<file path="src/hdl/fcore_pkg.sv">
// Widths, constant indices, vector types and bus structs shared by the compute complex

package fcore_pkg;

    // Sample, constant and result width
    parameter int DATA_WIDTH = 32;

    // Fixed-point fraction carried by the gain
    parameter int FRACTION_BITS = 16;

    // 64 slots hold the channels followed by the constants
    parameter int REG_ADDR_WIDTH = 6;

    parameter int N_CONSTANTS = 2;

    typedef logic signed [DATA_WIDTH-1:0] data_t;

    typedef logic [REG_ADDR_WIDTH-1:0] reg_addr_t;

    typedef logic [0:0] const_index_t;

    // Positions of the constants in the bank and above the channel slots
    parameter const_index_t CONST_GAIN = 1'b0;
    parameter const_index_t CONST_OFFSET = 1'b1;

    typedef struct packed {
        reg_addr_t address;
        data_t data;
    } reg_write_t;

    typedef struct packed {
        reg_addr_t channel;
        data_t data;
    } result_t;

endpackage
</file>
<file path="src/hdl/register_file.sv">
// Register array with one write port and one registered read port
`timescale 1ns/100ps

module register_file (
    input logic core_clock,
    input logic reset,
    input logic write_valid,
    input fcore_pkg::reg_write_t write,
    input fcore_pkg::reg_addr_t read_address,
    output fcore_pkg::data_t read_data
);

    localparam int DEPTH = 2 ** fcore_pkg::REG_ADDR_WIDTH;

    fcore_pkg::data_t slots [DEPTH];

    // Slots keep their value across runs until a new write hits them
    always_ff @(posedge core_clock) begin
        if (reset) begin
            for (int i = 0; i < DEPTH; i++) begin
                slots[i] <= '0;
            end
        end else if (write_valid) begin
            slots[write.address] <= write.data;
        end
    end

    // Read data follows the address by one cycle
    always_ff @(posedge core_clock) begin
        if (reset) begin
            read_data <= '0;
        end else begin
            read_data <= slots[read_address];
        end
    end

endmodule

</file>
<file path="config.mk">
export PLATFORM = sky130hd
export DESIGN_NAME = register_file
export DESIGN_NICKNAME = d
export VERILOG_FILES = /design/src/hdl/fcore_pkg.sv /design/src/hdl/register_file.sv
export SDC_FILE = /design/constraint.sdc
export NUM_CORES = 2
export LEC_CHECK = 0
export BUFFER_PORTS_ARGS = -buffer_cell sky130_fd_sc_hd__buf_4
export CAP_MARGIN = 20
export CORE_ASPECT_RATIO = 1.5
export CORE_MARGIN = 5
export CORE_UTILIZATION = 25
export DETAILED_ROUTE_END_ITERATION = 8
export PLACE_DENSITY = 0.46
export SYNTH_ARGS = -nofsm -noshare
export SYNTH_HDL_FRONTEND = slang
export SYNTH_SLANG_ARGS = --single-unit
</file>
<file path="constraint.sdc">
create_clock -name core_clock -period 6.7 [get_ports core_clock]
set_input_delay 0.67 -clock core_clock [delete_from_list [all_inputs] [get_ports core_clock]]
set_output_delay 0.67 -clock core_clock [all_outputs]
set_load 0.05 [all_outputs]
</file>
==> summary.txt <==
Run status
  • Status: finished clean

Placement
  • PortBufs: 78
  • Final RePlAce weighted congestion: 0.845
  • Pre-CTS WS: 1.91 ns
  • Post-DP HPWL: about 210000 µm
  • # placed instances: about 11000

Setup path
  • FF-to-FF Start: slots[46][19]$_SDFFCE_PN0P_
  • Reg2Reg Depth: 5
  • Arrival @ worst endpoint: approximately 4.5 ns
  • Worst r2r dst: read_data[19]$_SDFF_PP0_
  • CP Class: in2reg
  • CP required: 7.40 ns
  • Critical path fanouts, max: a little over 40
  • Startpoint types: input pin
  • Setup crit end kind: register
  • R2R setup slack: between 3 and 4 ns

Clock tree
  • CTS root buffer: clkbuf_16
  • Clk buf depth: 4
  • Resized cells post-CTS: 0
  • CTS tree: built
  • Clock latency on the worst-skew pair: approximately 0.90 ns
  • Setup Buffers After CTS: 0
  • Hold_buf cts: 0
  • Num CTS Buffers: 200
  • Clock transition at path regs: 0.07 ns
  • H-tree levels: 4
  • Clk sinks: 2080

Die
  • Core area: 376000 µm²
  • Die Wd: about 510 µm
  • Die H: ~760 µm
  • Initial core utilization: 0.250
  • Die area: about 390000 µm²
  • Top Ports: just under 80
  • Placement Rows: ~280

Job
  • Max_cap viols: 0

Global routing
  • Initial antenna violation count: 43
  • Largest net degree at the start of global routing: slightly above 80
  • Wire length of the first global-routing pass: 460000 µm
  • Tot GR Track Use: 0.168
  • Remaining global-route overflow: 0
  • Vias in the first global route: 52300

STA
  • Worst-Margin Slew: between 1 and 1.5 ns
  • Post-route minimum period: about 3.8 ns
  • Final WS setup: about 2.9 ns
  • Period utilisation layout: 0.562
  • RSZ-0062 raised after global routing: false
  • Setup_tns: 0 ns
  • Fin. Hold Viols: 0
  • Fin. max-slew vios: 0
  • Setup violators final: 0
  • Fmax: 265 MHz
  • Clk_skew: 0.0654 ns
  • Max-Slew Margin vs Limit: 0.118

Logic synthesis
  • Post-synthesis sequential area ratio: 0.661
  • Synthesis Warnings: 0
  • Post-synth cell types: 53
  • Synthesized flop and latch total: approximately 2100
  • Asr flop ratio synth: 0
  • Mapped Cells: 5870
  • Synthesized Nets: 5917
  • Post-synth EDFFs: ~2000
  • Ys flop type: edfxtp_1
  • Mapped Avg Cell Area: 16.0 µm²
  • Synthesized cell area: ~94000 µm²

Hold path
  • Worst hold path depth: 2
  • HP Class: in2reg
  • HP Start: write[14]
  • Hold Path End: slots[30][14]$_SDFFCE_PN0P_

Cells and area
  • Final cell count without fillers: around 11000
  • Layout cells sized above 1: 0.216
  • Area Growth Syn to Fin: 13.6%
  • Fillers: ~37000
  • Fin nets: between 5000 and 6000
  • FF+latch area: a little over 60000 µm²
  • Area of the multi-input gates: ~30000 µm²

Routing
  • Routed vias: about 51000
  • ANT nets after route: 0
  • Final WL: 336000 µm
  • Wire per inst: ~30 µm
  • Vias per inst: about 4.6
  • DRC Markers: 0
  • Starting DRT DRC Count: between 5000 and 6000
  • First-pass DRT Iterations: 7

Power and ir drop
  • Peak supply drop: between 0.00015 and 0.0002 V
  • Pwr Density: 274 nW/µm²
  • Leak pwr: between 30 and 40 nW
-- layer usage --
layer | GRT usage | share of wire | vias up
met5 | 0 | 0.00024 | -
met4 | 0.0846 | 0.057 | 12
met1 | 0.197 | 0.38 | 27200
li1 | - | - | 21300
met3 | 0.0251 | 0.052 | 454
met2 | 0.300 | 0.52 | 1596
-- logic make-up after synthesis --
logic type	count (synthesis)	synth area share
simple gates	2335	0.152
buf+inv	603	0.0274
mux	702	0.149
compound gates	150	0.0111
flops	2080	0.661
-- critical path, stage by stage --
cell	delay [ns]
buf_8	0.49
buf_4	0.46
buf_4	0.34
mux4_2	0.55
mux2i_1	0.48
mux2i_1	0.48
o22ai_1	0.69
nor3_1	0.17
-- state kept, by name, indices dropped and copies added, names as in the netlist --
signal / flops
read_data: 32
slots: 2048
-- placed cells by master, fill, tap and decap left out, types with 5 or more instances in the layout --
cell / count
a21oi_1: 15
and2_1: 2051
bufinv_16: 16
nand2_1: 49
a22oi_1: 18
a211oi_1: 12
mux4_2: 557
clkinvlp_4: 10
a31oi_1: 8
or3_1: 5
clkbuf_8: 11
buf_4: 254
diode_2: 52
nand2b_1: 10
o21ai_0: 21
clkinv_2: 26
o211ai_1: 13
edfxtp_1: 2048
nand3_1: 14
mux2i_1: 117
nor2_2: 65
clkbuf_1: 51
mux2_2: 28
clkinv_1: 38
nor2b_1: 21
dfxtp_1: 32
buf_12: 23
o22ai_1: 20
or2_2: 68
a22o_1: 6
clkbuf_16: 202
nand3b_1: 7
nor3_1: 6
nor2_1: 28
-- worst max path at each step --
stage                               endpoint            start  slack, ns
global placement    read_data[19]$_SDFF_PP0_  read_address[0]       1.90
CTS                 read_data[19]$_SDFF_PP0_  read_address[0]       2.86
finish              read_data[19]$_SDFF_PP0_  read_address[0]       2.93
global route        read_data[19]$_SDFF_PP0_  read_address[0]       2.88
floorplan           read_data[30]$_SDFF_PP0_  read_address[0]       4.00
detailed placement  read_data[19]$_SDFF_PP0_  read_address[0]       1.91
-- power breakdown --
part	internal [mW]	switching (mW)	leakage, nW
Sequential	14.9	0.251	19.7
Combinational	0.850	1.77	12.9
Clock	6.28	5.17	3.05
-- cell usage after synthesis (20+ instances only) --
master	count	area [µm²]
and2_1	2051	12800
edfxtp_1	2048	61500
mux4_2	557	12500
clkbuf_1	430	1610
mux2i_1	117	1170
nor2_1	93	349
buf_2	70	350
or2_2	68	425
buf_1	51	191
nand2_1	49	184
buf_4	41	308
dfxtp_1	32	641
mux2_2	28	315
o21ai_0	22	110
nor2b_1	21	131
o22ai_1	20	125
-- cell type report --
| cell class | instances | area share |
|---|---|---|
| Clock inverter | 96 | 0.00834 |
| Multi-Input combinational cell | 3187 | 0.276 |
| Timing Repair Buffer | 286 | 0.0236 |
| Tap cell | 5004 | 0.0586 |
| Inverter | 1 | 0.0000351 |
| Clock buffer | 264 | 0.0505 |
| Antenna cell | 52 | 0.00122 |
| Sequential cell | 2080 | 0.582 |
-- per-stage QoR --
step / hold slack, ns / total power, mW / instance area [µm²] / utilization
floorplan: 0.705 / 16.7 / 94100 / -
CTS: 0.135 / 29.6 / 107000 / 0.284
finish: 0.202 / 29.3 / 107000 / 0.284
detailed placement: 0.916 / 18.2 / 100000 / 0.267
global placement: 0.903 / 18.1 / 100000 / 0.266
global route: 0.174 / 30.1 / 107000 / 0.284
No activity file was read; power rests on OpenSTA's default activity.
