### config.mk
export PLATFORM = sky130hd
export DESIGN_NAME = channel_processor
export DESIGN_NICKNAME = d
export VERILOG_FILES = /design/src/hdl/fcore_pkg.sv /design/src/hdl/channel_processor.sv
export SDC_FILE = /design/constraint.sdc
export NUM_CORES = 2
export LEC_CHECK = 0
export ABC_AREA = 1
export BUFFER_PORTS_ARGS = -buffer_cell sky130_fd_sc_hd__buf_2
export CORE_MARGIN = 5
export CORE_UTILIZATION = 67
export CTS_BUF_LIST = sky130_fd_sc_hd__clkbuf_4
export CTS_CLUSTER_SIZE = 24
export DETAILED_ROUTE_END_ITERATION = 10
export PLACE_DENSITY = 0.93
export SLEW_MARGIN = 20
export SYNTH_ARGS = -nofsm -noshare
export SYNTH_HDL_FRONTEND = slang
export SYNTH_SLANG_ARGS = --single-unit
### constraint.sdc
create_clock -name core_clock -period 22.7 [get_ports core_clock]
set_input_delay 3.405 -clock core_clock [delete_from_list [all_inputs] [get_ports core_clock]]
set_output_delay 3.405 -clock core_clock [all_outputs]
set_load 0.02 [all_outputs]
### src/hdl/fcore_pkg.sv
// Widths, constant indices, vector types and bus structs shared by the compute complex

package fcore_pkg;

    // Sample, constant and result width
    parameter int DATA_WIDTH = 32;

    // Fixed-point fraction carried by the gain
    parameter int FRACTION_BITS = 16;

    // 64 slots hold the channels followed by the constants
    parameter int REG_ADDR_WIDTH = 6;

    parameter int N_CONSTANTS = 2;

    typedef logic signed [DATA_WIDTH-1:0] data_t;

    typedef logic [REG_ADDR_WIDTH-1:0] reg_addr_t;

    typedef logic [0:0] const_index_t;

    // Positions of the constants in the bank and above the channel slots
    parameter const_index_t CONST_GAIN = 1'b0;
    parameter const_index_t CONST_OFFSET = 1'b1;

    typedef struct packed {
        reg_addr_t address;
        data_t data;
    } reg_write_t;

    typedef struct packed {
        reg_addr_t channel;
        data_t data;
    } result_t;

endpackage
### src/hdl/channel_processor.sv
// Channel walker that applies gain and offset to every sample after a run pulse
`timescale 1ns/100ps

module channel_processor #(
    parameter int N_CHANNELS = 8
) (
    input logic core_clock,
    input logic reset,
    input logic run,
    input fcore_pkg::data_t read_data,
    output fcore_pkg::reg_addr_t read_address,
    output logic result_valid,
    output fcore_pkg::result_t result,
    output logic done
);

    localparam fcore_pkg::reg_addr_t GAIN_SLOT =
        fcore_pkg::reg_addr_t'(N_CHANNELS + fcore_pkg::CONST_GAIN);
    localparam fcore_pkg::reg_addr_t OFFSET_SLOT =
        fcore_pkg::reg_addr_t'(N_CHANNELS + fcore_pkg::CONST_OFFSET);
    localparam fcore_pkg::reg_addr_t LAST_CHANNEL = fcore_pkg::reg_addr_t'(N_CHANNELS - 1);

    typedef enum logic [2:0] {
        idle,
        load_gain,
        load_offset,
        read_sample,
        emit
    } processor_state_t;

    processor_state_t state;

    fcore_pkg::reg_addr_t channel;
    fcore_pkg::data_t gain;
    fcore_pkg::data_t offset;
    fcore_pkg::data_t scaled;
    logic signed [2*fcore_pkg::DATA_WIDTH-1:0] product;

    // Each state presents the address whose data the next state consumes
    always_comb begin
        case (state)
            load_gain: read_address = GAIN_SLOT;
            load_offset: read_address = OFFSET_SLOT;
            default: read_address = channel;
        endcase
    end

    assign product = read_data * gain;
    assign scaled = fcore_pkg::data_t'(product >>> fcore_pkg::FRACTION_BITS);

    always_ff @(posedge core_clock) begin
        if (reset) begin
            state <= idle;
            channel <= '0;
            result_valid <= 1'b0;
            done <= 1'b0;
        end else begin
            result_valid <= 1'b0;
            done <= 1'b0;
            case (state)
                idle: begin
                    // A result seen here was the last one of the run
                    done <= result_valid;
                    if (run) begin
                        channel <= '0;
                        state <= load_gain;
                    end
                end
                load_gain: begin
                    state <= load_offset;
                end
                load_offset: begin
                    gain <= read_data;
                    state <= read_sample;
                end
                read_sample: begin
                    // Channel 0 directly follows load_offset, so the offset is on the bus
                    if (channel == '0) begin
                        offset <= read_data;
                    end
                    state <= emit;
                end
                emit: begin
                    result_valid <= 1'b1;
                    result.channel <= channel;
                    result.data <= scaled + offset;
                    if (channel == LAST_CHANNEL) begin
                        state <= idle;
                    end else begin
                        channel <= channel + 1'b1;
                        state <= read_sample;
                    end
                end
                default: begin
                    state <= idle;
                end
            endcase
        end
    end

endmodule

==> results.toml <==
[logic_synthesis]
synth-seq-cells = 113
ys_seq_area_share_pct = 9.08
synth_top_area_share_pct = 46.5
netlist_instances = 4470
synth-xor-area-share_pct = 1.60
synthTopCellsByArea = "fa_1, inv_1, nand2_1"
synth_top_family_by_area = "adder cells"
yosys_warnings = 0
synth_compound_area_share_pct = 3.33
synthesis.area_um2 = 36100
syn_nets = 5544
synth_simple_gate_area_share_pct = 15.6
ys_types = 55
synth.area.mux_share_pct = 0
synth_top_area_cell = "fa_1"
syn_area_per_cell_um2 = 8.09
synth_fa_ha_area_share_pct = 53.4

[critical_path]
critical_path.most_common_cell = "fa_1"
required_ps = 23080
critical_path_buf_inv_count = 8
end_kind = "flip-flop"
slowest_delay_ps = 800
path_delay_family = "adder cells"
rrSetupSlack_ps = 12930
slowest_stage = "fa_1"
path_class = "in2reg"
start_kind = "primary input"
cp.arrival_ps = 12200
worstPathMaxFanout = 20

[cts]
clk_latency_ps = 650
clk_pin_slew_ps = 140
cts_root_buffer = "clkbuf_4"
ctsHtreeMaxLevel = 4
cts_tree = "done"
numClockSinks = 113
numCtsBuffers = 17
post_cts_buffers = 0
ctsResizeCount = 0
cts_hold_buf = 0
clock_path_buffers = 2

[timing]
slew-limit-headroom_pct = 25.8
skew_ps = 45.9
finalSetupTns_ps = 0
rsz0062_at_grt = "false"
worst_pin_slew_ps = 1110
finalCritPeriodShare_pct = 52.1
hold_viol_final = 0
final_max_slew_viol_count = 0
fin_crit_ps = 11820
setup_viol = 0
timing.fmax_ghz = 0.0846

[final_layout]
layout_common_cells = "inv_1, nand2_1, fa_1"
area_delta_synth_final_pct = 3.36
fin_nets = 5497
final_common_cell = "inv_1"
fillCellCount = 3768
drive_above_1_share_pct = 4.35

[die]
core_area_um2 = 53600
ios = 81
rows = 85
die_w_um = 242
start_util_pct = 67.4
die_h_um = 242
die_area_um2 = 58700

[global_route]
track_usage_pct = 35.0
grt_pass1_vias = 32100
grt_max_degree = 39
grt_overflow = 0
grt_pass1_wl_um = 163000
antenna_found_initial = 1

[placed_design]
port_buffers = 80
dp_hpwl_um = 79100
gp_congestion = 1.00

[drt]
wl_per_cell_um = 19.7
drt_iter0_markers = 3221
vias = 29100
vias_per_cell = 5.68
drc = 0
dr.pass1.iters = 6
ant_nets = 0
wl_um = 101000

[job]
max_cap_viol_count = 0

[worst_hold_path]
hold_class = "reg2reg"

[run_status]
status = "finished clean"
==> cell type report <==
| type | instances | area [µm²] | area share (%) |
|---|---|---|---|
| Multi-Input combinational cell | 2726 | 26700 | 71.6 |
| Inverter | 1452 | 5450 | 14.6 |
| Sequential cell | 113 | 3280 | 8.79 |
| Tap cell | 696 | 871 | 2.33 |
| Timing Repair Buffer | 113 | 683 | 1.83 |
| Clock inverter | 13 | 183 | 0.489 |
| Clock buffer | 19 | 143 | 0.382 |
| Antenna cell | 2 | 5.00 | 0.0134 |
==> cell usage after synthesis, drive strengths merged <==
library cell and instances:
a221o 1, o21a 7, o21ai 42, a21o 17, nand2 1188, fa 839
a31o 1, nor2 125, nand4 11, o31ai 1, a221oi 2, inv 1452
nand3b 5, nor3b 1, or2 8, edfxtp 102, dfxtp 11, a211oi 4
a31oi 9, buf 30, nor4 5, ha 200, a21oi 85, o21bai 14
clkbuf 149, o211ai 5, xor2 45, xnor2 20, o221ai 1, o22ai 1
a21boi 6, nand3 58, nor3 22, and3 3
==> sequential cells by signal, indices dropped and copies added, names as in the netlist <==
signal / count
channel: 6
result_valid: 1
state: 3
gain: 32
result: 38
offset: 32
done: 1
==> logic make-up (layout without fill, tap and decap cells) <==
logic type | count (synthesis) | in the layout
buffers and inverters | 1631 | 1597
and+or+nand+nor | 1426 | 1426
adders and majority gates | 1039 | 1039
AOI/OAI and AO/OA | 196 | 196
DFF | 113 | 113
xor gates and xnor gates | 65 | 65
other | 0 | 2
==> metrics by stage <==
step | utilization, % | std cells | hold slack (ps) | setup WS, ps | instance area (µm²)
2_1_floorplan | - | 4470 | 432 | 11660 | 36100
3_3_place_gp | 69.0 | 5097 | 453 | 10520 | 37000
3_5_place_dp | 69.0 | 5097 | 464 | 10420 | 37000
4_1_cts | 69.6 | 5129 | 467 | 11070 | 37300
5_1_grt | 69.7 | 5133 | 487 | 10520 | 37400
6_report | 69.7 | 5134 | 471 | 10880 | 37400
==> per-layer routing <==
layer | wire length [µm] | vias up | track usage, %
li1 | - | 12400 | -
met4 | 5730 | 0 | 16.6
met1 | 34000 | 14100 | 43.3
met2 | 47900 | 2095 | 57.3
met5 | 0 | - | 0
met3 | 13400 | 550 | 9.95
==> final timing paths <==
| path | start | to | cells after the start |
|---|---|---|---|
| setup / recovery | read_data[31] | result[31] | 33 |
| hold / removal | channel[5] | result[37] | 0 |
| setup reg to reg | gain[3] | result[31] | 33 |
| hold reg to reg | channel[5] | result[37] | 0 |
Power is not shown: default switching activity piles up to over one toggle a cycle in this logic, so the estimate is an artifact.
