## src/hdl/fcore_pkg.sv

```systemverilog
// Widths, constant indices, vector types and bus structs shared by the compute complex

package fcore_pkg;

    // Sample, constant and result width
    parameter int DATA_WIDTH = 32;

    // Fixed-point fraction carried by the gain
    parameter int FRACTION_BITS = 16;

    // 64 slots hold the channels followed by the constants
    parameter int REG_ADDR_WIDTH = 6;

    parameter int N_CONSTANTS = 2;

    typedef logic signed [DATA_WIDTH-1:0] data_t;

    typedef logic [REG_ADDR_WIDTH-1:0] reg_addr_t;

    typedef logic [0:0] const_index_t;

    // Positions of the constants in the bank and above the channel slots
    parameter const_index_t CONST_GAIN = 1'b0;
    parameter const_index_t CONST_OFFSET = 1'b1;

    typedef struct packed {
        reg_addr_t address;
        data_t data;
    } reg_write_t;

    typedef struct packed {
        reg_addr_t channel;
        data_t data;
    } result_t;

endpackage
```

## src/hdl/input_sequencer.sv

```systemverilog
// Constant bank, sample write filter and start sequencing for the compute complex
`timescale 1ns/100ps

module input_sequencer #(
    parameter int N_CHANNELS = 8
) (
    input logic core_clock,
    input logic reset,
    input logic constant_valid,
    input fcore_pkg::const_index_t constant_index,
    input fcore_pkg::data_t constant_data,
    input logic sample_valid,
    input fcore_pkg::reg_write_t sample,
    input logic start,
    input logic done,
    output logic write_valid,
    output fcore_pkg::reg_write_t write,
    output logic run
);

    localparam fcore_pkg::reg_addr_t CHANNEL_LIMIT = fcore_pkg::reg_addr_t'(N_CHANNELS);
    localparam fcore_pkg::reg_addr_t GAIN_SLOT =
        fcore_pkg::reg_addr_t'(N_CHANNELS + fcore_pkg::CONST_GAIN);
    localparam int STEP_WIDTH = $clog2(fcore_pkg::N_CONSTANTS + 1);

    typedef enum logic [1:0] {
        wait_constants,
        idle,
        replay,
        busy
    } sequencer_state_t;

    sequencer_state_t state;

    fcore_pkg::data_t constants [fcore_pkg::N_CONSTANTS];
    logic [fcore_pkg::N_CONSTANTS-1:0] loaded;
    logic [fcore_pkg::N_CONSTANTS-1:0] loaded_next;
    logic [STEP_WIDTH-1:0] replay_step;

    always_comb begin
        loaded_next = loaded;
        if (constant_valid) begin
            loaded_next[constant_index] = 1'b1;
        end
    end

    always_ff @(posedge core_clock) begin
        if (reset) begin
            state <= wait_constants;
            loaded <= '0;
            replay_step <= '0;
            write_valid <= 1'b0;
            run <= 1'b0;
        end else begin
            write_valid <= 1'b0;
            run <= 1'b0;
            case (state)
                wait_constants, idle: begin
                    if (state == idle && start) begin
                        // The start owns the write port, so writes in the same cycle are lost
                        write_valid <= 1'b1;
                        write.address <= GAIN_SLOT;
                        write.data <= constants[fcore_pkg::CONST_GAIN];
                        replay_step <= STEP_WIDTH'(1);
                        state <= replay;
                    end else begin
                        if (constant_valid) begin
                            constants[constant_index] <= constant_data;
                        end
                        loaded <= loaded_next;
                        if (sample_valid && sample.address < CHANNEL_LIMIT) begin
                            write_valid <= 1'b1;
                            write <= sample;
                        end
                        // Leave the wait as soon as the last missing constant lands
                        if (&loaded_next) begin
                            state <= idle;
                        end
                    end
                end
                replay: begin
                    if (replay_step == STEP_WIDTH'(fcore_pkg::N_CONSTANTS)) begin
                        run <= 1'b1;
                        state <= busy;
                    end else begin
                        write_valid <= 1'b1;
                        write.address <= GAIN_SLOT + fcore_pkg::reg_addr_t'(replay_step);
                        write.data <= constants[fcore_pkg::const_index_t'(replay_step)];
                        replay_step <= replay_step + 1'b1;
                    end
                end
                busy: begin
                    if (done) begin
                        state <= idle;
                    end
                end
                default: begin
                    state <= wait_constants;
                end
            endcase
        end
    end

endmodule

```

## config.mk

```make
export PLATFORM = sky130hd
export DESIGN_NAME = input_sequencer
export DESIGN_NICKNAME = d
export VERILOG_FILES = /design/src/hdl/fcore_pkg.sv /design/src/hdl/input_sequencer.sv
export SDC_FILE = /design/constraint.sdc
export NUM_CORES = 1
export LEC_CHECK = 0
export BUFFER_PORTS_ARGS = -buffer_cell sky130_fd_sc_hd__clkbuf_2
export CAP_MARGIN = 40
export CORE_AREA = 2 2 91 93
export DETAILED_ROUTE_END_ITERATION = 8
export DIE_AREA = 0 0 93 95
export PLACE_DENSITY = 0.82
export SKIP_LAST_GASP = 1
export SYNTH_ARGS = -nofsm -noshare
export SYNTH_HDL_FRONTEND = slang
export SYNTH_SLANG_ARGS = --single-unit
```

## constraint.sdc

```tcl
create_clock -name core_clock -period 7.1 [get_ports core_clock]
set_input_delay 1.42 -clock core_clock [delete_from_list [all_inputs] [get_ports core_clock]]
set_output_delay 1.42 -clock core_clock [all_outputs]
set_load 0.005 [all_outputs]
```

==> flow_metrics.env, run 1 <==
export IMPL_timing_reg2reg_worst_path_depth=5
export IMPL_cts_repair_resize_count=0
export IMPL_final_core_util=0.636
export IMPL_minimum_setup_slack_among_reg_to_reg_paths_ns=4.15
export IMPL_netlist_top_cells_area="sky130_fd_sc_hd__edfxtp_1, sky130_fd_sc_hd__a221o_1, sky130_fd_sc_hd__and3_1"
export IMPL_netlist_top_cells_count="sky130_fd_sc_hd__edfxtp_1, sky130_fd_sc_hd__and3_1, sky130_fd_sc_hd__a221o_1"
export IMPL_mappedNetlistNets=322
export IMPL_initialDrtViolationCount=155
export IMPL_clockRootBuffer="sky130_fd_sc_hd__clkbuf_8"
export IMPL_number_of_synthesized_register_bits=111
export IMPL_cts_buf_count=9
export IMPL_initial_antenna_violation_count=0
export IMPL_post_synth_top_area_cell="sky130_fd_sc_hd__edfxtp_1"
export IMPL_slew_headroom=0.391
export IMPL_synth_flop_cell="sky130_fd_sc_hd__edfxtp_1"
export IMPL_yosysWarningCount=0
export IMPL_gp_congestion=0.748
export IMPL_vias=2618
export IMPL_rows=33
export IMPL_worstSkewPairLatency_ns=0.36
export IMPL_worstSetupEndpointType="flop"
export IMPL_drv_slew=0
export IMPL_syn_area_per_cell_sq_um=17.2
export IMPL_design_die_area_sq_mm=0.00884
export IMPL_post_drt_via_cell_ratio=5.58
export IMPL_fin_worst_skew_ns=0.0105
export IMPL_remaining_drc_errors=0
export IMPL_number_of_clock_sinks=111
export IMPL_setup_viol=0
export IMPL_postRouteAntennaNets=0
export IMPL_pin_count=117
export IMPL_critPathRequiredTime_ns=7.15
export IMPL_worstMarginPinSlew_ns=0.913
export IMPL_floorplan_initialDensity=0.530
export IMPL_fp_coreArea_sq_mm=0.00793
export IMPL_clock_path_buffers=2
export IMPL_number_of_global_route_vias_before_repair=2500
export IMPL_grtUsageTotal=0.183
export IMPL_die_width_microns=93
export IMPL_port_buffers=116
export IMPL_run_status="completed"
export IMPL_timing_rr_start="state[1]$_SDFFE_PP0P_"
export IMPL_cts_repair_timing_setup_buffer_count=0
export IMPL_min_period_ns=3.14
export IMPL_rsz0062_at_grt="no"
export IMPL_postRouteWirelength_microns=8100
export IMPL_drtPass1Iterations=5
export IMPL_maximum_number_of_pins_on_one_net_before_global_route_repair=39
export IMPL_clk_transition_reported_paths_ns=0.10
export IMPL_timing_final_crit_share=0.442
export IMPL_timing_hold_worst_class="flop to flop"
export IMPL_synth_edf_count=102
export IMPL_max_vdd_ir_drop_uv=136
export IMPL_nNetsFinal=437
export IMPL_worst_path_max_fanout=34
export IMPL_synthDominantCellAreaShare=0.729
export IMPL_wl_per_cell_microns=17.3
export IMPL_start_kind="primary input"
export IMPL_tritoncts_clock_tree="done"
export IMPL_power_density_mw_per_mm2=248
export IMPL_critPathArrivalTime_ns=3.18
export IMPL_hold_viol=0
export IMPL_cts_hold_fix_buffers=0
export IMPL_grt_overflow_total=0
export IMPL_postSynth_asyncResetShare=0
export IMPL_synthCells=244
export IMPL_synthDistinctLibCells=30
export IMPL_wire_length_of_the_first_global_routing_pass_microns=11900
export IMPL_yosys_cell_count_top_type="sky130_fd_sc_hd__edfxtp_1"
export IMPL_hold_path_cell_count=2
export IMPL_min_from="loaded[0]$_SDFFE_PP0P_"
export IMPL_dieHeight_microns=95
export IMPL_final_layout_size_suffix_gt1_frac=0.396
export IMPL_max_cap_violations=0
export IMPL_post_dp_hpwl_microns=5490
export IMPL_criticalPathCategory="primary input to flop"
export IMPL_timing_fmax_ghz=0.319
export IMPL_syn_std_cell_area_sq_mm=0.00420
export IMPL_r2r_end="write[22]$_DFFE_PP_"
export IMPL_setup_tns_final_ns=0
export IMPL_synth_yosys_seq_area_share=0.772
export IMPL_num_antenna_cells=0
export IMPL_total_leakage_power_uw=0.00202
export IMPL_area_growth_syn_to_layout_pct=20.1
export IMPL_cts_max_level=3
export IMPL_hold_path_endpoint="loaded[0]$_SDFFE_PP0P_"
-- cell families after synthesis --
family                   share of synthesized area
flip-flops                                   0.772
AO/OA/AOI/OAI                                0.106
buffers and inverters                       0.0313
adder cells (fa/ha/maj)                    0.00298
AND/OR/NAND/NOR                             0.0879
-- final cells by class --
class	count	area, sq um
sequential	111	3240
clock inverter	7	55.1
clock buffer	9	124
multi-input combinational	113	853
tap	105	131
timing repair buffer	121	626
inverter	3	11.3
fill	588	2880
-- layer usage --
metal	wire (microns)	track usage
met3	504	0.0407
met2	4310	0.311
met5	0	0
met1	3120	0.215
met4	169	0.105
-- worst max-delay path, cell delays in order --
cell and delay, ns:
sky130_fd_sc_hd__clkbuf_2 0.11, sky130_fd_sc_hd__and3b_2 0.25, sky130_fd_sc_hd__nor2_4 0.16, sky130_fd_sc_hd__a221oi_4 0.83, sky130_fd_sc_hd__buf_4 0.40
-- report_power, final --
| part | switching [uW] | total [uW] | internal, uW |
|---|---|---|---|
| Sequential | 15.3 | 772 | 756 |
| Clock | 207 | 339 | 132 |
| Combinational | 76.1 | 139 | 62.4 |
-- flip-flops by register name (all words and copies together), names as in the netlist, named ones only --
signal	count
constants	64
loaded	2
write_valid	1
run	1
replay_step	2
write	38
state	2
-- cells in the final DEF, fill, tap and decap left out --
cell type / instances
sky130_fd_sc_hd__o21ai_4: 1
sky130_fd_sc_hd__and3b_2: 1
sky130_fd_sc_hd__buf_4: 4
sky130_fd_sc_hd__a221o_1: 32
sky130_fd_sc_hd__a2111oi_0: 1
sky130_fd_sc_hd__nor2_1: 8
sky130_fd_sc_hd__clkinvlp_4: 1
sky130_fd_sc_hd__a221oi_4: 1
sky130_fd_sc_hd__and3_1: 35
sky130_fd_sc_hd__ha_1: 1
sky130_fd_sc_hd__inv_1: 3
sky130_fd_sc_hd__a21oi_1: 3
sky130_fd_sc_hd__edfxtp_1: 102
sky130_fd_sc_hd__clkinv_4: 2
sky130_fd_sc_hd__nor2_4: 1
sky130_fd_sc_hd__or3_1: 2
sky130_fd_sc_hd__a31oi_1: 4
sky130_fd_sc_hd__clkinv_1: 1
sky130_fd_sc_hd__nand2b_1: 1
sky130_fd_sc_hd__buf_8: 1
sky130_fd_sc_hd__nor2b_1: 1
sky130_fd_sc_hd__nand3b_2: 1
sky130_fd_sc_hd__inv_6: 3
sky130_fd_sc_hd__dfxtp_1: 9
sky130_fd_sc_hd__a221oi_1: 1
sky130_fd_sc_hd__clkbuf_8: 9
sky130_fd_sc_hd__nor3_2: 2
sky130_fd_sc_hd__nor2b_2: 1
sky130_fd_sc_hd__clkbuf_2: 116
sky130_fd_sc_hd__nand2_1: 6
sky130_fd_sc_hd__o21ai_0: 1
sky130_fd_sc_hd__nor4_1: 1
sky130_fd_sc_hd__nand3_1: 3
sky130_fd_sc_hd__a21o_1: 2
sky130_fd_sc_hd__a311oi_1: 1
sky130_fd_sc_hd__o22ai_1: 2
-- metrics by stage --
step	std cells	total power [uW]	hold slack [ns]	instance area [sq um]	setup slack [ns]
detailed placement	453	925	0.464	4860	3.59
global route	469	1300	0.515	5040	3.75
floorplan	244	872	0.437	4200	1.81
finish	469	1250	0.488	5040	3.96
CTS	469	1260	0.486	5040	3.97
global placement	452	916	0.451	4850	3.62
-- worst max path at each step --
| stage | start | endpoint | slack, ns |
|---|---|---|---|
| CTS | sample[36] | write[8]$_DFFE_PP_ | 3.97 |
| floorplan | start | write[0]$_DFFE_PP_ | 1.81 |
| detailed placement | start | write[8]$_DFFE_PP_ | 3.59 |
| global placement | start | write[8]$_DFFE_PP_ | 3.62 |
| finish | start | write[22]$_DFFE_PP_ | 3.96 |
| global route | sample[36] | write[8]$_DFFE_PP_ | 3.75 |
Power figures use the tool's default switching activity.
==> run 2, diff against run 1 <==
CORE_AREA = 2 2 93 95   (was 2 2 91 93)
DIE_AREA = 0 0 95 97   (was 0 0 93 95)
PLACE_DENSITY = 0.79   (was 0.82)
clock period = 3.28 ns   (was 7.1 ns; I/O delays follow)
==> flow_metrics.env, run 2 (synthesis results as in run 1) <==
export IMPL_grt_overflow_total=0
export IMPL_timing_final_crit_share=0.733
export IMPL_cell_area_after_layout_sq_mm=0.00509
export IMPL_top_signal_layer_used="met4"
export IMPL_design_die_area_sq_mm=0.00922
export IMPL_remaining_drc_errors=0
export IMPL_biggestRegsByFlops="constants: 64 flops, write: 38 flops"
export IMPL_tritoncts_clock_tree="done"
export IMPL_rsz0062_at_grt="no"
export IMPL_dieHeight_microns=97
export IMPL_nNetsFinal=441
export IMPL_largest_register_ffs=64
export IMPL_layout_cells_most_common="sky130_fd_sc_hd__clkbuf_2"
export IMPL_pin_count=117
export IMPL_fp_coreArea_sq_mm=0.00813
export IMPL_clockRootBuffer="sky130_fd_sc_hd__clkbuf_8"
export IMPL_post_dp_hpwl_microns=5590
export IMPL_dpl_instance_area_sq_mm=0.00491
export IMPL_layout_setup_ws_ns=0.876
export IMPL_timing_fmax_ghz=0.416
export IMPL_cts_hold_fix_buffers=0
export IMPL_die_width_microns=95
export IMPL_preCtsSetupSlack_ns=0.694
export IMPL_cts_repair_resize_count=0
export IMPL_total_power_uw=2720
export IMPL_hold_worst_slack_ns=0.484
export IMPL_power_density_mw_per_mm2=534
export IMPL_drtPass1Iterations=6
export IMPL_max_cap_violations=0
export IMPL_total_leakage_power_uw=0.00205
export IMPL_slew_headroom=0.610
export IMPL_postRouteAntennaNets=0
export IMPL_initial_antenna_violation_count=0
export IMPL_setup_viol=0
export IMPL_floorplan_initialDensity=0.516
export IMPL_drv_slew=0
export IMPL_met3WireLength_microns=404
export IMPL_cts_buf_count=9
export IMPL_area_growth_syn_to_layout_pct=21.1
export IMPL_postRouteWirelength_microns=8350
export IMPL_m1WireLength_microns=3430
export IMPL_initialDrtViolationCount=124
export IMPL_wire_length_of_the_first_global_routing_pass_microns=13000
export IMPL_worstSetupEndpointType="flop"
export IMPL_max_flop_register="constants"
export IMPL_hold_viol=0
export IMPL_timing_hold_worst_class="primary input to flop"
export IMPL_critPathArrivalTime_ns=2.45
export IMPL_worst_path_max_fanout=25
export IMPL_num_antenna_cells=0
export IMPL_run_status="completed"
export IMPL_start_kind="flop"
export IMPL_clk_transition_reported_paths_ns=0.11
export IMPL_fin_worst_skew_ns=0.0182
export IMPL_number_of_global_route_vias_before_repair=2606
export IMPL_cts_repair_timing_setup_buffer_count=0
export IMPL_final_layout_size_suffix_gt1_frac=0.402
export IMPL_n_fill_cell=634
export IMPL_worstSkewPairLatency_ns=0.36
export IMPL_most_common_layout_cells="sky130_fd_sc_hd__clkbuf_2, sky130_fd_sc_hd__edfxtp_1, sky130_fd_sc_hd__and3_1"
export IMPL_worstMarginPinSlew_ns=0.585
export IMPL_post_drt_via_cell_ratio=5.58
export IMPL_multi_input_area_sq_um=853
export IMPL_number_of_clock_sinks=111
export IMPL_wl_per_cell_microns=17.6
export IMPL_routed_wl_met2_microns=4340
export IMPL_vias=2639
export IMPL_register_area_sq_mm=0.00324
export IMPL_gp_congestion=0.784
export IMPL_port_buffers=116
export IMPL_maximum_number_of_pins_on_one_net_before_global_route_repair=34
export IMPL_max_vdd_ir_drop_uv=271
export IMPL_grtUsageTotal=0.186
export IMPL_critPathRequiredTime_ns=3.33
export IMPL_clock_path_buffers=2
export IMPL_cts_max_level=3
export IMPL_min_period_ns=2.40
export IMPL_criticalPathCategory="flop to flop"
export IMPL_rows=33
==> run 2: changes by cell type in the layout (fill, tap and decap cells not counted), sizes merged <==
cell,before,now
buf,5,9
inv,6,5
clkinv,3,4
==> run 2: path summary, 6_finish.rpt <==
path / startpoint / endpoint / slack (ns) / cells past startpoint
max: state[1]$_SDFFE_PP0P_ / write[13]$_DFFE_PP_ / 0.88 / 5
min: constant_data[2] / constants[0][2]$_DFFE_PP_ / 0.48 / 1
min reg2reg: loaded[0]$_SDFFE_PP0P_ / loaded[0]$_SDFFE_PP0P_ / 0.50 / 2
max reg2reg: state[1]$_SDFFE_PP0P_ / write[13]$_DFFE_PP_ / 0.88 / 5
==> run 2: where the power goes <==
group          internal, uW  switching (uW)  leakage (uW)
Sequential             1640            32.5       0.00101
Combinational           148             172      0.000952
Clock                   278             448     0.0000874
==> run 2: final cells by class <==
type	instances	share of cell area
inverter	3	0.00221
timing repair buffer	125	0.133
tap	105	0.0258
clock inverter	7	0.00935
multi-input combinational	113	0.168
clock buffer	9	0.0244
sequential	111	0.638
==> run 2: metrics by stage <==
stage | utilization | setup TNS (ns) | cells
2_1_floorplan | - | -19.66 | 244
3_3_place_gp | 0.599 | 0 | 455
3_5_place_dp | 0.604 | 0 | 457
4_1_cts | 0.625 | 0 | 473
5_1_grt | 0.625 | 0 | 473
6_report | 0.625 | 0 | 473
==> run 2: metal layers <==
layer	track usage	up-vias
li1	-	1237
met1	0.235	1310
met2	0.318	80
met3	0.0312	12
met4	0.0691	0
met5	0	-
==> run 2: critical path, stage by stage, from the launching register on <==
cell and delay (ns):
sky130_fd_sc_hd__dfxtp_1 0.56, sky130_fd_sc_hd__nor2b_2 0.24, sky130_fd_sc_hd__buf_4 0.30, sky130_fd_sc_hd__nor2_4 0.08, sky130_fd_sc_hd__a221oi_4 0.53, sky130_fd_sc_hd__buf_4 0.35
==> run 3, diff against run 2 <==
CORE_AREA = 2 2 98 100   (was 2 2 93 95)
DIE_AREA = 0 0 100 102   (was 0 0 95 97)
PLACE_DENSITY = 0.75   (was 0.79)
clock period = 2 ns   (was 3.28 ns; I/O delays follow)
==> flow_metrics.env, run 3 (synthesis results as in run 1) <==
export IMPL_run_status="completed"
export IMPL_initialDrtViolationCount=100
export IMPL_gp_congestion=0.780
export IMPL_setup_tns_final_ns=0
export IMPL_drv_slew=0
export IMPL_worstMarginPinSlew_ns=0.922
export IMPL_clock_path_buffers=2
export IMPL_total_leakage_power_uw=0.00207
export IMPL_timing_rr_start="state[0]$_SDFFE_PP0P_"
export IMPL_post_drt_via_cell_ratio=5.37
export IMPL_postRouteAntennaNets=0
export IMPL_layout_cells_most_common="sky130_fd_sc_hd__clkbuf_2"
export IMPL_maximum_number_of_pins_on_one_net_before_global_route_repair=36
export IMPL_grt_overflow_total=0
export IMPL_min_period_ns=1.84
export IMPL_cts_max_level=3
export IMPL_largest_register_ffs=64
export IMPL_area_growth_syn_to_layout_pct=22.5
export IMPL_die_width_microns=100
export IMPL_rows=35
export IMPL_r2r_end="write[27]$_DFFE_PP_"
export IMPL_power_density_mw_per_mm2=890
export IMPL_share_seq_of_total_power=0.596
export IMPL_number_of_clock_sinks=111
export IMPL_floorplan_initialDensity=0.461
export IMPL_timing_hold_worst_class="primary input to flop"
export IMPL_hold_path_cell_count=1
export IMPL_cts_repair_resize_count=0
export IMPL_cts_buf_count=9
export IMPL_worstSetupStartpoint="state[0]$_SDFFE_PP0P_"
export IMPL_critPathArrivalTime_ns=1.90
export IMPL_num_antenna_cells=0
export IMPL_hold_viol=0
export IMPL_post_dp_hpwl_microns=5820
export IMPL_setup_viol=0
export IMPL_port_buffers=116
export IMPL_max_flop_register="constants"
export IMPL_timing_fmax_ghz=0.543
export IMPL_p_sw_uw=1070
export IMPL_worstSkewPairLatency_ns=0.36
export IMPL_minimum_setup_slack_among_reg_to_reg_paths_ns=0.16
export IMPL_cts_repair_timing_setup_buffer_count=0
export IMPL_layout_setup_ws_ns=0.157
export IMPL_wl_per_cell_microns=17.4
export IMPL_vias=2595
export IMPL_fp_coreArea_sq_mm=0.00911
export IMPL_max_cap_violations=0
export IMPL_timing_final_crit_share=0.922
export IMPL_combinational_share_of_power=0.115
export IMPL_cts_hold_fix_buffers=0
export IMPL_start_kind="flop"
export IMPL_tritoncts_clock_tree="done"
export IMPL_clk_transition_reported_paths_ns=0.11
export IMPL_postRouteWirelength_microns=8390
export IMPL_worst_path_max_fanout=13
export IMPL_design_die_area_sq_mm=0.0102
export IMPL_total_power_uw=4580
export IMPL_wire_length_of_the_first_global_routing_pass_microns=12900
export IMPL_rsz0062_at_grt="no"
export IMPL_max_vdd_ir_drop_uv=406
export IMPL_pwr_share_clk=0.289
export IMPL_intPower_uw=3510
export IMPL_fin_worst_skew_ns=0.0157
export IMPL_pin_count=117
export IMPL_final_layout_size_suffix_gt1_frac=0.409
export IMPL_remaining_drc_errors=0
export IMPL_most_common_layout_cells="sky130_fd_sc_hd__clkbuf_2, sky130_fd_sc_hd__edfxtp_1, sky130_fd_sc_hd__and3_1"
export IMPL_biggestRegsByFlops="constants: 64 flops, write: 38 flops"
export IMPL_clockRootBuffer="sky130_fd_sc_hd__clkbuf_8"
export IMPL_p_sw_frac=0.233
export IMPL_critPathRequiredTime_ns=2.05
export IMPL_min_from="constant_data[12]"
export IMPL_dieHeight_microns=102
export IMPL_grtUsageTotal=0.170
export IMPL_initial_antenna_violation_count=0
export IMPL_criticalPathCategory="flop to flop"
export IMPL_hold_path_endpoint="constants[0][12]$_DFFE_PP_"
export IMPL_drtPass1Iterations=4
export IMPL_number_of_global_route_vias_before_repair=2646
export IMPL_slew_headroom=0.383
export IMPL_timing_reg2reg_worst_path_depth=4
export IMPL_nNetsFinal=445
export IMPL_preCtsSetupSlack_ns=0.116
export IMPL_worstSetupEndpointType="flop"
[run 3: changes by cell type in the layout (fill, tap and decap cells not counted), sizes merged]
cell,before,now
buf,9,13
bufinv,0,1
clkbuf,125,126
clkinv,4,2
[run 3: stage by stage]
step	instances	area [sq um]	hold WS (ns)	utilization
floorplan	244	4230	0.437	-
CTS	483	5150	0.207	0.565
global placement	467	4950	0.451	0.544
detailed placement	467	4950	0.465	0.544
global route	483	5150	0.201	0.565
finish	483	5150	0.223	0.565
[run 3: power groups by stage]
stage          Combinational, uW  Clock, uW  Sequential, uW
3_5_place_dp                 535          0            2780
5_1_grt                      589       1470            2740
4_1_cts                      536       1350            2730
2_1_floorplan                322          0            2780
6_report                     528       1320            2730
3_3_place_gp                 516          0            2780
[run 3: critical path, stage by stage, from the launching register on]
cell                       delay (ns)
sky130_fd_sc_hd__dfxtp_1         0.54
sky130_fd_sc_hd__and3b_2         0.33
sky130_fd_sc_hd__nor2_4          0.08
sky130_fd_sc_hd__a221oi_4        0.30
sky130_fd_sc_hd__buf_4           0.27
[run 3: final cells by class]
| cell class | instances | area, sq um |
|---|---|---|
| fillers | 762 | 3960 |
| flip-flops and latches | 111 | 3240 |
| multi-input cells | 113 | 866 |
| repair buffers | 129 | 691 |
| well taps | 111 | 139 |
| clock buffers | 10 | 128 |
| clock inverters | 6 | 68.8 |
| inverters | 3 | 11.3 |
[run 3: how the worst max path moves through the flow]
stage	to	slack [ns]	cells past startpoint
detailed placement	write[15]$_DFFE_PP_	0.12	5
global placement	write[19]$_DFFE_PP_	0.21	5
CTS	write[11]$_DFFE_PP_	0.16	4
floorplan	constants[0][0]$_DFFE_PP_	-0.39	4
global route	write[27]$_DFFE_PP_	0.05	3
finish	write[27]$_DFFE_PP_	0.16	4
[run 3: layer usage]
metal  track usage  routed length (microns)  vias to the layer above
met5             0                        0                        -
met2         0.304                     4450                       69
met1         0.196                     3380                     1264
met4        0.0759                      167                        0
met3        0.0404                      395                       13
li1              -                        -                     1249
